## src/rtl/compute_pkg.sv

```systemverilog
package compute_pkg;

    // stream widths
    localparam int data_width = 64;
    localparam int dest_width = 3;

    // descriptor word layout
    localparam int time_of   = 0;
    localparam int time_size = 16;

    // service chain, item 0 sits in the low bits
    localparam int chain_of    = 16;
    localparam int chain_items = 4;
    localparam int chain_size  = chain_items * dest_width;

    localparam int port_of = 28;

    // packet tag, not used by the data path
    localparam int tag_of   = 32;
    localparam int tag_size = 8;

    // fixed destinations
    localparam logic [dest_width-1:0] detour_dest_0 = 3'd0;
    localparam logic [dest_width-1:0] detour_dest_1 = 3'd3;
    localparam logic [dest_width-1:0] dma_dest      = 3'd1;

    typedef enum logic [1:0] {
        steer_idle,
        steer_insert,
        steer_detour
    } steer_state_t;

    typedef enum logic [1:0] {
        comp_idle,
        comp_busy,
        comp_head,
        comp_data
    } compute_state_t;

endpackage

```

## src/rtl/pkt_if.sv

```systemverilog
`timescale 1ns/1ps

interface pkt_if #(
    parameter int data_width = compute_pkg::data_width
);

    logic [data_width-1:0]              data;
    logic                               valid;
    logic                               ready;
    logic                               last;
    logic [compute_pkg::dest_width-1:0] dest;

    // word moves when valid and ready are both high
    modport src (
        output data, valid, last, dest,
        input  ready
    );

    modport snk (
        input  data, valid, last, dest,
        output ready
    );

endinterface

```

## src/rtl/ingress_steer.sv

```systemverilog
`timescale 1ns/1ps

module ingress_steer #(
    parameter int data_width   = compute_pkg::data_width,
    parameter int max_buffered = 2
) (
    input  logic clk,
    input  logic rst,
    pkt_if.snk   in_q,
    input  logic in_user,
    input  logic buf_pkt_done,
    pkt_if.src   buf_in,
    pkt_if.src   detour_s,
    output logic credit_sub
);

    localparam int cnt_width = $clog2(max_buffered + 1);

    compute_pkg::steer_state_t state;

    logic [cnt_width-1:0]               buf_count;
    logic [compute_pkg::dest_width-1:0] detour_dest;
    logic                               in_fire;
    logic                               ins_done;

    assign in_fire  = in_q.valid && in_q.ready;
    assign ins_done = (state == compute_pkg::steer_insert) && in_fire && in_q.last;

    // inserted packets whose user bit is clear hand back a credit
    assign credit_sub = ins_done && !in_user;

    // payload goes to both sinks, valid selects the live one
    assign buf_in.data   = in_q.data[data_width-1:0];
    assign buf_in.last   = in_q.last;
    assign buf_in.dest   = in_q.dest;
    assign buf_in.valid  = (state == compute_pkg::steer_insert) && in_q.valid;

    assign detour_s.data  = in_q.data[data_width-1:0];
    assign detour_s.last  = in_q.last;
    assign detour_s.dest  = detour_dest;
    assign detour_s.valid = (state == compute_pkg::steer_detour) && in_q.valid;

    always_comb begin
        case (state)
            compute_pkg::steer_insert: in_q.ready = buf_in.ready;
            compute_pkg::steer_detour: in_q.ready = detour_s.ready;
            default:                   in_q.ready = 1'b0;
        endcase
    end

    always_ff @(posedge clk) begin
        if (rst) begin
            state <= compute_pkg::steer_idle;
        end else begin
            case (state)
                compute_pkg::steer_idle: begin
                    if (in_q.valid) begin
                        if (buf_count < cnt_width'(max_buffered)) begin
                            state <= compute_pkg::steer_insert;
                        end else begin
                            state <= compute_pkg::steer_detour;
                        end
                    end
                end
                default: begin
                    if (in_fire && in_q.last) begin
                        state <= compute_pkg::steer_idle;
                    end
                end
            endcase
        end
    end

    // detour target picked by the descriptor port bit
    always_ff @(posedge clk) begin
        if (state == compute_pkg::steer_idle && in_q.valid) begin
            detour_dest <= in_q.data[compute_pkg::port_of] ?
                           compute_pkg::detour_dest_1 : compute_pkg::detour_dest_0;
        end
    end

    // whole packets sitting in the data buffer
    always_ff @(posedge clk) begin
        if (rst) begin
            buf_count <= '0;
        end else if (ins_done && !buf_pkt_done) begin
            buf_count <= buf_count + 1'b1;
        end else if (buf_pkt_done && !ins_done) begin
            buf_count <= buf_count - 1'b1;
        end
    end

endmodule

```

## src/flat_wrapper.sv

```systemverilog
// flat-port wrapper written by rule: the top's interface ports become plain ports
module ingress_steer_flat 
#(
    parameter int data_width   = compute_pkg::data_width,
    parameter int max_buffered = 2
)
  (clk, rst, in_user, buf_pkt_done, credit_sub, in_q_data, in_q_valid, in_q_last, in_q_dest, in_q_ready, buf_in_data, buf_in_valid, buf_in_last, buf_in_dest, buf_in_ready, detour_s_data, detour_s_valid, detour_s_last, detour_s_dest, detour_s_ready);
  pkt_if #(.data_width(data_width)) in_q_i ();
  pkt_if #(.data_width(data_width)) buf_in_i ();
  pkt_if #(.data_width(data_width)) detour_s_i ();
  input  logic clk;
  input  logic rst;
  input  logic in_user;
  input  logic buf_pkt_done;
  output logic credit_sub;
  input wire logic [$bits(in_q_i.data)-1:0] in_q_data;
  input wire logic [$bits(in_q_i.valid)-1:0] in_q_valid;
  input wire logic [$bits(in_q_i.last)-1:0] in_q_last;
  input wire logic [$bits(in_q_i.dest)-1:0] in_q_dest;
  output wire logic [$bits(in_q_i.ready)-1:0] in_q_ready;
  output wire logic [$bits(buf_in_i.data)-1:0] buf_in_data;
  output wire logic [$bits(buf_in_i.valid)-1:0] buf_in_valid;
  output wire logic [$bits(buf_in_i.last)-1:0] buf_in_last;
  output wire logic [$bits(buf_in_i.dest)-1:0] buf_in_dest;
  input wire logic [$bits(buf_in_i.ready)-1:0] buf_in_ready;
  output wire logic [$bits(detour_s_i.data)-1:0] detour_s_data;
  output wire logic [$bits(detour_s_i.valid)-1:0] detour_s_valid;
  output wire logic [$bits(detour_s_i.last)-1:0] detour_s_last;
  output wire logic [$bits(detour_s_i.dest)-1:0] detour_s_dest;
  input wire logic [$bits(detour_s_i.ready)-1:0] detour_s_ready;
  assign in_q_i.data = in_q_data;
  assign in_q_i.valid = in_q_valid;
  assign in_q_i.last = in_q_last;
  assign in_q_i.dest = in_q_dest;
  assign in_q_ready = in_q_i.ready;
  assign buf_in_data = buf_in_i.data;
  assign buf_in_valid = buf_in_i.valid;
  assign buf_in_last = buf_in_i.last;
  assign buf_in_dest = buf_in_i.dest;
  assign buf_in_i.ready = buf_in_ready;
  assign detour_s_data = detour_s_i.data;
  assign detour_s_valid = detour_s_i.valid;
  assign detour_s_last = detour_s_i.last;
  assign detour_s_dest = detour_s_i.dest;
  assign detour_s_i.ready = detour_s_ready;
  ingress_steer #(.data_width(data_width), .max_buffered(max_buffered)) u_core (.clk(clk), .rst(rst), .in_q(in_q_i), .in_user(in_user), .buf_pkt_done(buf_pkt_done), .buf_in(buf_in_i), .detour_s(detour_s_i), .credit_sub(credit_sub));
endmodule
```

## config.mk

```make
export PLATFORM = sky130hd
export DESIGN_NAME = ingress_steer_flat
export DESIGN_NICKNAME = d
export VERILOG_FILES = /design/src/rtl/compute_pkg.sv /design/src/rtl/pkt_if.sv /design/src/rtl/ingress_steer.sv /design/src/flat_wrapper.sv
export SDC_FILE = /design/constraint.sdc
export NUM_CORES = 1
export LEC_CHECK = 0
export BUFFER_PORTS_ARGS = -buffer_cell sky130_fd_sc_hd__buf_2
export CELL_PAD_IN_SITES_DETAIL_PLACEMENT = 1
export CELL_PAD_IN_SITES_GLOBAL_PLACEMENT = 2
export CORE_UTILIZATION = 10
export DETAILED_ROUTE_END_ITERATION = 16
export PLACE_DENSITY = 0.83
export SYNTH_ARGS = -nofsm -noshare
export SYNTH_HDL_FRONTEND = slang
export SYNTH_SLANG_ARGS = --single-unit
export TNS_END_PERCENT = 5
```

## constraint.sdc

```tcl
create_clock -name clk -period 1.54 [get_ports clk]
set_input_delay 0.077 -clock clk [delete_from_list [all_inputs] [get_ports clk]]
set_output_delay 0.077 -clock clk [all_outputs]
set_load 0.05 [all_outputs]
```

Word-level counts from Yosys, hierarchy flattened
Index checks and enable logic that the tools add are counted.
- $add $sub $neg: 2
- multipliers: 0
- divide/modulo/power cells: 0
- order comparisons: 1
- eq/ne operators: 3
- shift-type cells: 0
- multiplexer cells: 8
- bitwise operators: 0
- reductions and logical operators: 17
- operators by type and width (cell ; number):
    two-way mux 2 bit ; 7
    logical AND 1 bit ; 10
    nonzero test 2 bit ; 2
    logical NOT 1 bit ; 3
    adder 2 x 1 -> 2 bit, second input constant ; 1
    equality test 2 x 1 -> 1 bit, second input constant ; 1
    equality test 2 bit, second input constant ; 1
    logical NOT 2 bit ; 1
    < comparator 2 bit, second input constant ; 1
    inequality test 2 bit, second input constant ; 1
    case mux 1 bit (2 select lines) ; 1
    AND reduction 2 bit ; 1
    subtractor 2 x 1 -> 2 bit, second input constant ; 1
- bits in registers: 7
- latch bits: 0
- RAM bits: 0
- memory bits (read-only): 0
- bits of input ports: 75
- output and inout bits: 140
- logic and storage cells: 34
- memories: 0

Logic depth before layout (Yosys ltp)
Gate-level depths: netlist (run 1).
- depth in word-level cells: 9
- gate-level depth with buffers: 9
- mapped depth without buffers: 9

Worst setup path after synthesis (run 1)
No wires, ideal clock.
- path type: register to output
- from: register u_core.state[0]
- to: output port credit_sub
- data arrival time: 2365 ps
- data required time: 1463 ps
- slack: -902 ps
- stages on the path, launching flop included: 5
- buffers on the path: 0
- path through: dfxtp_1 > inv_1 > ha_1 > nand3_1 > nor4b_1
- word-level cells in the longest chain between the ends: 6
- elaborated cells on any way between the ends: 7
- classes of those cells: 2 x eq/ne; 1 x mux; 4 x reduce/logical
- ends and longest elaborated chain (what ; line ; text):
    start: declaration ; ingress_steer.sv:19 ; compute_pkg::steer_state_t state;
    start signal: assignment ; ingress_steer.sv:53 ; state <= compute_pkg::steer_idle;
    start signal: assignment ; ingress_steer.sv:59 ; state <= compute_pkg::steer_insert;
    start signal: assignment ; ingress_steer.sv:61 ; state <= compute_pkg::steer_detour;
    equality test 2 bit / equality test 2 x 1 -> 1 bit (equally long branches) ; ingress_steer.sv:44, ingress_steer.sv:27 ;
    case mux 1 bit (2 select lines) ; ingress_steer.sv:44 ; case (state)
    logical AND 1 bit ; ingress_steer.sv:26 ; assign in_fire = in_q.valid && in_q.ready;
    logical AND 1 bit * (2 in series) ; ingress_steer.sv:27 ; assign ins_done = (state == compute_pkg::steer_insert) && in_fire && in_q.last;
    logical AND 1 bit * ; ingress_steer.sv:30 ; assign credit_sub = ins_done && !in_user;
    end: declaration ; flat_wrapper.sv:15 ; output logic credit_sub;
Every way passes the cells marked *; elsewhere a longest branch is shown, timed or not.

Worst setup path in the final report (run 1)
- from: register u_core.state[1]
- to: register u_core.buf_count[1]
- word-level cells in the longest chain between the ends: 8
- elaborated cells on any way between the ends: 11
- classes of those cells: 2 x eq/ne; 2 x mux; 7 x reduce/logical
- ends and longest elaborated chain (what ; line ; text):
    equality test 2 bit / equality test 2 x 1 -> 1 bit (equally long branches) ; ingress_steer.sv:44, ingress_steer.sv:27 ;
    case mux 1 bit (2 select lines) ; ingress_steer.sv:44 ;
    logical AND 1 bit ; ingress_steer.sv:26 ;
    logical AND 1 bit * (2 in series) ; ingress_steer.sv:27 ;
    logical NOT 1 bit ; ingress_steer.sv:88 ; end else if (buf_pkt_done && !ins_done) begin
    logical AND 1 bit ; ingress_steer.sv:88 ;
    nonzero test 2 bit (no source line) ; n/a ;
    end signal: assignment ; ingress_steer.sv:87 ; buf_count <= buf_count + 1'b1;
    end signal: assignment ; ingress_steer.sv:89 ; buf_count <= buf_count - 1'b1;
    end: declaration ; ingress_steer.sv:21 ; logic [cnt_width-1:0] buf_count;
Marked as above.
A chain may end at the register's enable or synchronous reset.

==> run summary, run 1 <==
The run finished, with violations left. The final reports fail on negative setup slack. The analysis attributes to cell leakage a power of 0.318 nW. The repair_antennas step left the layout with diodes totalling 0. The worst hold path belongs to the class input pin to register. The number of antenna violations at the first check in global routing came out at 0.

The kind of end point of the critical path is a register. The worst setup path is launched from a register. Buffers inserted during clock tree synthesis total 3. The worst ir drop on vdd came out at between 0.2 and 0.25 mV. The number of cell rows came out at between 40 and 50.

Leaving out fill and tap cells, the most frequent cell in the layout is buf_2. The worst register-to-register path has a setup slack of -0.1 ns. The combined buffer and inverter count along the critical path came out at 1.

The average size of a mapped cell is approximately 8 sq um. The cell with the biggest individual delay on the critical path is dfxtp_4. The maximum single-stage delay on the critical path is ~0.37 ns. The total power per unit cell area is 910 mW/mm^2. Setup repair after global routing could not meet its margin everywhere. The number of hold-slack violations in the final timing report is 0. The placement-stage worst setup slack came out at -0.300 ns. The cell sitting at the root of the clock tree is a clkbuf_16. The end point of the critical path is u_core.buf_count[1]$_SDFFE_PP0P_. The tree built by TritonCTS fans out to 5 sinks.

For the worst setup path, the data arrival time is ~1.8 ns. The count of hold buffers inserted by post-cts repair is 0. Traced cell by cell, the critical path runs through inv_2 > ha_4 > nand3_4 > nor2_2 > and2_4 > ha_4 > xor2_1 > nor2_2 > mux2i_1.

The area of the core is roughly 0.013 sq mm. In this run the deepest clock path goes through 2 buffers. The number of failing setup endpoints in the final timing report came out at 5. The chip height is about 120 um.

STA puts the critical path data required time at between 1.5 and 2 ns. The maximum frequency from static timing analysis came out at 0.610 GHz. In this run the number of H-tree levels came out at 1. The number of nets still failing antenna checks after routing is 0. The clock tree from TritonCTS is yes.

Across every metal layer, demand over resource in global routing totals between 2 and 2.5%. The worst setup path is of the register to register kind. The final worst-path cycle share came out at 106%. The final count of pins violating max slew is 0. The final wirelength came out at roughly 1.5 mm. Broken down by cell family, the worst path's largest delay share belongs to simple AND/OR/NAND/NOR gates. Dividing the detail-routed via count by the number of cells gives roughly 1.7. Entering global routing, the biggest net connects 6 pins. The number of global-route vias before repair came out at about 470. Synthesis instantiated 19 different standard cells from the library. The worst clock skew on the final layout is about 0.006 ns. The number of nets in the synthesized netlist is around 250. In the final timing run, aggregate negative setup slack is -0.244 ns. From synthesis to final layout, the design area changed by -34.3%. In the layout the commonest cells are 16 x buf_2, 7 x buf_4, 4 x ha_4. The depth of the worst register-to-register path is 9. The start point of the critical path is u_core.state[1]$_SDFFE_PP0P_. The post-synthesis cell count is 169. The first global-routing pass estimated between 2 and 2.5 mm of wire. The number of max-capacitance violations reported is 0. The DRC violation count after routing came out at 0. In this run the worst path has a maximum fanout of 3. The total I/O pin count came out at 215.

Of the cells placed in the final design, the portion with a size suffix greater than 1 is about three quarters. The wire-length estimate of the detail-placed layout is roughly 1.1 mm. The routed layout has around 400 vias. The chip width is 117 um. For this configuration, the core starts out at a cell density of about a tenth. The netlist area before placement is about 0.0013 sq mm. In this run the critical register-to-register path is captured at u_core.buf_count[1]$_SDFFE_PP0P_. The final weighted congestion of routability-driven global placement is between 0.6 and 0.7. The overall power of the completed layout is slightly below 800 uW.

The total congestion overflow after global routing came out at 0. For the worst-skew pair, the clock arrives at the later sink with an insertion delay of 0.23 ns. The number of warnings issued by yosys came out at 0. For the finished layout, the period the worst path requires is ~1.6 ns. The die area is 0.0137 sq mm.

Sequential cells were found to cover around 8.3% of the synthesized design area. The count of buffers from port buffering came out at 18. The count of nets after finishing is 143. The pre-antenna-repair detailed-routing pass consisted of 2 iterations. The first-iteration detailed-routing DRC count is 1. The CTS clock-pin slew for the worst setup and hold paths came out at around 0.04 ns. The register bit count reported by yosys came out at 5.

The start of the worst register-to-register path is u_core.state[1]$_SDFFE_PP0P_. The count of cell instances traversed by the critical path came out at 9. Setup slack on the critical path of the routed design comes to -0.0992 ns. In the final routed layout, each cell accounts on average for between 6 and 7 um.
==> cell usage after synthesis <==
| cell | n | area (sq um) |
|---|---|---|
| ha_1 | 4 | 50.1 |
| o22ai_1 | 2 | 12.5 |
| dfxtp_1 | 4 | 80.1 |
| nor2_1 | 3 | 11.3 |
| xor2_1 | 2 | 17.5 |
| nor4b_1 | 1 | 8.76 |
| conb_1 | 1 | 3.75 |
| inv_1 | 4 | 15.0 |
| or2_2 | 1 | 6.26 |
| and2b_1 | 1 | 7.51 |
| nand3_1 | 1 | 5.00 |
| a22oi_2 | 1 | 12.5 |
| buf_4 | 135 | 1010 |
| edfxtp_1 | 1 | 30.0 |
| nand3b_1 | 2 | 15.0 |
| nand2_1 | 1 | 3.75 |
| mux2i_1 | 1 | 10.0 |
| nand2b_1 | 1 | 6.26 |
| and2_1 | 3 | 18.8 |
==> cell families (layout without fill, tap and decap cells) <==
family | count (synthesis) | in the layout | synth area share (%)
other | 1 | 1 | 0.282
DFF | 5 | 5 | 8.29
adders and majority gates | 4 | 4 | 3.77
muxes | 1 | 1 | 0.754
buffers and inverters | 139 | 33 | 77.5
xor gates and xnor gates | 2 | 2 | 1.32
and+or+nand+nor | 14 | 14 | 6.22
AOI/OAI and AO/OA | 3 | 3 | 1.88
==> stage by stage <==
| step | hold slack (ns) | utilization [%] | std cells | instance area [sq um] |
|---|---|---|---|---|
| 2_1_floorplan | 0.149 | - | 169 | 1340 |
| 3_3_place_gp | 0.154 | 5.14 | 227 | 657 |
| 3_5_place_dp | 0.154 | 5.14 | 227 | 657 |
| 4_1_cts | 0.0573 | 6.76 | 235 | 863 |
| 5_1_grt | 0.0614 | 6.83 | 235 | 872 |
| 6_report | 0.0572 | 6.83 | 235 | 872 |
==> sequential cells by signal, indices dropped and copies added, names as in the netlist <==
| register | count |
|---|---|
| u_core.buf_count | 2 |
| u_core.detour_s.dest | 1 |
| u_core.state | 2 |
==> final cells by class <==
class                   count  area [sq um]
fillers                  1519         11900
multi-input cells          25           287
well taps                 172           215
repair buffers             25           155
flip-flops and latches      5           118
clock buffers               3          75.1
inverters                   4          17.5
clock inverters             1          5.00
==> timing repair <==
item                                    in CTS  in global routing
gates resized for setup                     22                  2
endpoints found under the setup margin       4                  6
buffers inserted                             4                  0
pin swaps                                    6                  2
==> routing by layer <==
metal	global-route usage (%)	wire length (um)	share of wire, %	vias up
li1	-	-	-	170
met1	1.98	507	34	171
met2	2.78	631	42	29
met3	1.34	247	17	23
met4	3.29	108	7.2	0
met5	0	0	0	-
==> power breakdown <==
part	switching (mW)	total (mW)	leakage, nW	internal (mW)
Sequential	0.0138	0.163	0.0440	0.150
Clock	0.0919	0.432	0.0409	0.340
Combinational	0.121	0.199	0.233	0.0775
==> worst register-to-register path, delay by kind of cell (launching register included) <==
| family | cells | cell delay, ns |
|---|---|---|
| simple gates | 4 | 0.43 |
| fa+ha+maj | 2 | 0.39 |
| flops | 1 | 0.37 |
| xor+xnor | 1 | 0.17 |
| mux | 1 | 0.11 |
| buf+inv | 1 | 0.07 |
==> worst min-delay path by stage <==
stage,start,end,slack (ns),depth (start not counted)
after floorplan,rst,u_core.buf_count[0]$_SDFFE_PP0P_,0.15,1
after global placement,in_q_dest[1],buf_in_dest[1],0.15,0
final,in_q_data[28],u_core.detour_s.dest[0]$_DFFE_PP_,0.06,1
after detailed placement,in_q_dest[1],buf_in_dest[1],0.15,0
after CTS,in_q_data[28],u_core.detour_s.dest[0]$_DFFE_PP_,0.06,1
after global routing,in_q_data[28],u_core.detour_s.dest[0]$_DFFE_PP_,0.06,1
(Power assumes the default switching activity.)
==> run 2: changes to the inputs <==
--- a/config.mk
+++ b/config.mk
@@ -9,8 +9,9 @@
 export CELL_PAD_IN_SITES_DETAIL_PLACEMENT = 1
 export CELL_PAD_IN_SITES_GLOBAL_PLACEMENT = 2
 export CORE_UTILIZATION = 10
+export CTS_CLUSTER_SIZE = 20
 export DETAILED_ROUTE_END_ITERATION = 16
-export PLACE_DENSITY = 0.83
+export PLACE_DENSITY_LB_ADDON = 0.1
 export SYNTH_ARGS = -nofsm -noshare
 export SYNTH_HDL_FRONTEND = slang
 export SYNTH_SLANG_ARGS = --single-unit
==> run 2 against run 1 <==
- the run still ends with negative setup slack left
- power decreased by 0.24%
- cell count decreased by 0.43%
- non-clock buffer count down 1
- global-route usage is 0.52 points higher
- critical endpoint unchanged
- worst setup slack worse by 0.029 ns
- worst hold slack got worse by 0.0060 ns
==> run summary, run 2 (synthesis gave the netlist of run 1 again) <==
The leakage power total was 0.303 nW (was 0.318 nW). The maximum frequency from static timing analysis came to 0.600 GHz (was 0.610 GHz). The most used routing layer is met4 (unchanged). The count of hold buffers inserted by post-cts repair is 0 (unchanged). The number of hold-slack violations in the final timing report was 0 (unchanged). The growth of design area from synthesis to finish is -36.0% (was -34.3%). The most common cell after layout, fill and taps aside is buf_2 (unchanged). The maximum count of clock buffers along a single path is 2 (unchanged). The total vias in the final route came to 390 (was 393). The met3 usage is 2.32% (was 1.34%). The final hold slack is 0.0512 ns (was 0.0572 ns). The clock tree from TritonCTS is yes (unchanged). The via count normalized by instance count is 1.67 (about the same). The final count of pins violating max slew was 0 (unchanged). The clock buffer count from CTS came to 3 (unchanged). The number of cell rows came out at 41 (unchanged).

The number of antenna violations at the first check in global routing was 0 (unchanged). The ratio of cells with drive above 1 in the final layout is 67.7% (was 73.0%). The worst path arrival time is 1.82 ns (was 1.76 ns). The final weighted congestion of routability-driven global placement is 0.573 (was 0.653). The number of detailed-routing iterations run before antenna repair came out at 3 (was 2). Violated checks: negative setup slack (unchanged). The maximum fanout along the worst path came out at 3 (unchanged).

The count of buffers from port buffering is 18 (unchanged). The antenna diode count came out at 0 (unchanged). The total congestion overflow after global routing was 0 (unchanged). The average wire per cell in the routed design came to 7.41 um (was 6.36 um). The final worst-path setup slack came out at -0.128 ns (was -0.0992 ns).

The die area was 0.0137 sq mm (unchanged). The number of max-capacitance violations reported is 0 (unchanged). The number of failing setup endpoints in the final timing report is 4 (was 5). The total power per unit cell area came out at 932 mW/mm^2 (was 910 mW/mm^2). The DRC violation count after routing is 0 (unchanged). Status: complete, but fails checks (unchanged).

The required arrival time at the worst endpoint came to 1.70 ns (was 1.66 ns). The placed wire-length estimate after detailed placement came out at 1.42 mm (was 1.13 mm). The number of global-route vias before repair came out at 463 (was 473). The routing usage on met2 came to 2.63% (was 2.78%). The number of sinks handled by clock tree synthesis was 5 (unchanged). The initial core utilization came out at 10.4% (unchanged). The post-layout instance area is 850 sq um (was 872 sq um). The worst ir drop on vdd came out at 0.270 mV (was 0.238 mV). The type of the most critical hold path was input pin to register (unchanged). The maximum number of pins on one net before global-route repair came to 6 (unchanged). The CTS clock-pin slew for the worst setup and hold paths is 0.03 ns (was 0.04 ns). The total I/O pin count is 215 (unchanged). The area of placed instances came out at 672 sq um (was 657 sq um).

The CTS root buffer was clkbuf_16 (unchanged). The type of origin of the critical path is a register (unchanged). The area of the core is 0.0128 sq mm (unchanged). The final worst-path cycle share is 108% (was 106%). Unrepaired setup endpoints after global routing: yes (unchanged).

The kind of end point of the critical path was a register (unchanged). The minimum period implied by the final worst setup slack came out at 1.67 ns (was 1.64 ns). The number of nets still failing antenna checks after routing is 0 (unchanged). The count of nets after finishing is 142 (was 143).

The H-tree depth reported by CTS is 1 (unchanged). The insertion delay to the later sink of the worst-skew pair came out at 0.23 ns (about the same). The first-iteration detailed-routing DRC count is 5 (was 1). The number of filler cells placed in the layout was 1494 (was 1519). The global-route wire length before repair is 2.62 mm (was 2.26 mm). The final wirelength came out at 1.73 mm (was 1.49 mm). The chip width is 117 um (unchanged). The met1 usage came out at 3.03% (was 1.98%). The worst clock skew on the final layout came out at 0.000419 ns (was 0.00612 ns). The total track usage is 2.70% (was 2.18%). The type of the worst setup path is register to register (unchanged).

Top library cells by usage in the layout, fill and taps aside: 15 x buf_2, 5 x buf_4 (was 16 x buf_2, 7 x buf_4, 4 x ha_4). The chip height is 117 um (unchanged).
run 2: area by class of cell:
type	count	area, sq um	area share (%)
multi-input cells	25	269	31.7
flip-flops and latches	5	115	13.5
inverters	4	17.5	2.06
well taps	172	215	25.3
repair buffers	24	154	18.1
clock buffers	4	78.8	9.28
run 2: through the flow:
stage	util (%)	cells	TNS (ns)	power [mW]	setup slack (ns)
floorplan	-	169	-0.308	1.18	-0.190
global placement	5.26	229	-0.508	0.333	-0.267
detailed placement	5.26	229	-0.536	0.330	-0.309
CTS	6.53	233	-0.552	0.800	-0.183
global route	6.65	234	-0.734	0.834	-0.206
finish	6.65	234	-0.447	0.792	-0.128
run 2: worst max-delay path, cell delays in order (launching register included):
cell     delay, ns
dfxtp_2       0.32
buf_6         0.11
ha_4          0.16
a22oi_2       0.25
nor2_4        0.05
and2_4        0.14
ha_4          0.15
xor2_2        0.14
nor2_2        0.10
mux2i_1       0.18
run 2: routing by layer:
metal	wire, um	vias up
li1	-	166
met2	592	39
met4	103	0
met1	736	162
met5	0	-
met3	303	23
run 2: path summary, 6_finish.rpt:
kind	end	cells after the start	from	slack [ns]
hold / removal	u_core.detour_s.dest[0]$_DFFE_PP_	1	in_q_data[28]	0.05
setup reg to reg	u_core.buf_count[1]$_SDFFE_PP0P_	9	u_core.state[1]$_SDFFE_PP0P_	-0.13
setup / recovery	u_core.buf_count[1]$_SDFFE_PP0P_	9	u_core.state[1]$_SDFFE_PP0P_	-0.13
hold reg to reg	u_core.buf_count[1]$_SDFFE_PP0P_	2	u_core.buf_count[1]$_SDFFE_PP0P_	0.53
run 2: timing repair:
action | in CTS | in global routing
pin swaps | 5 | 3
resized for setup | 20 | 3
endpoints found under the setup margin | 4 | 5
setup buffers | 0 | 1
run 2: report_power, final:
part	total [mW]	switching (mW)	internal (mW)
clock network	0.432	0.0887	0.344
registers	0.164	0.0132	0.150
logic	0.196	0.121	0.0745
total	0.792	0.223	0.568
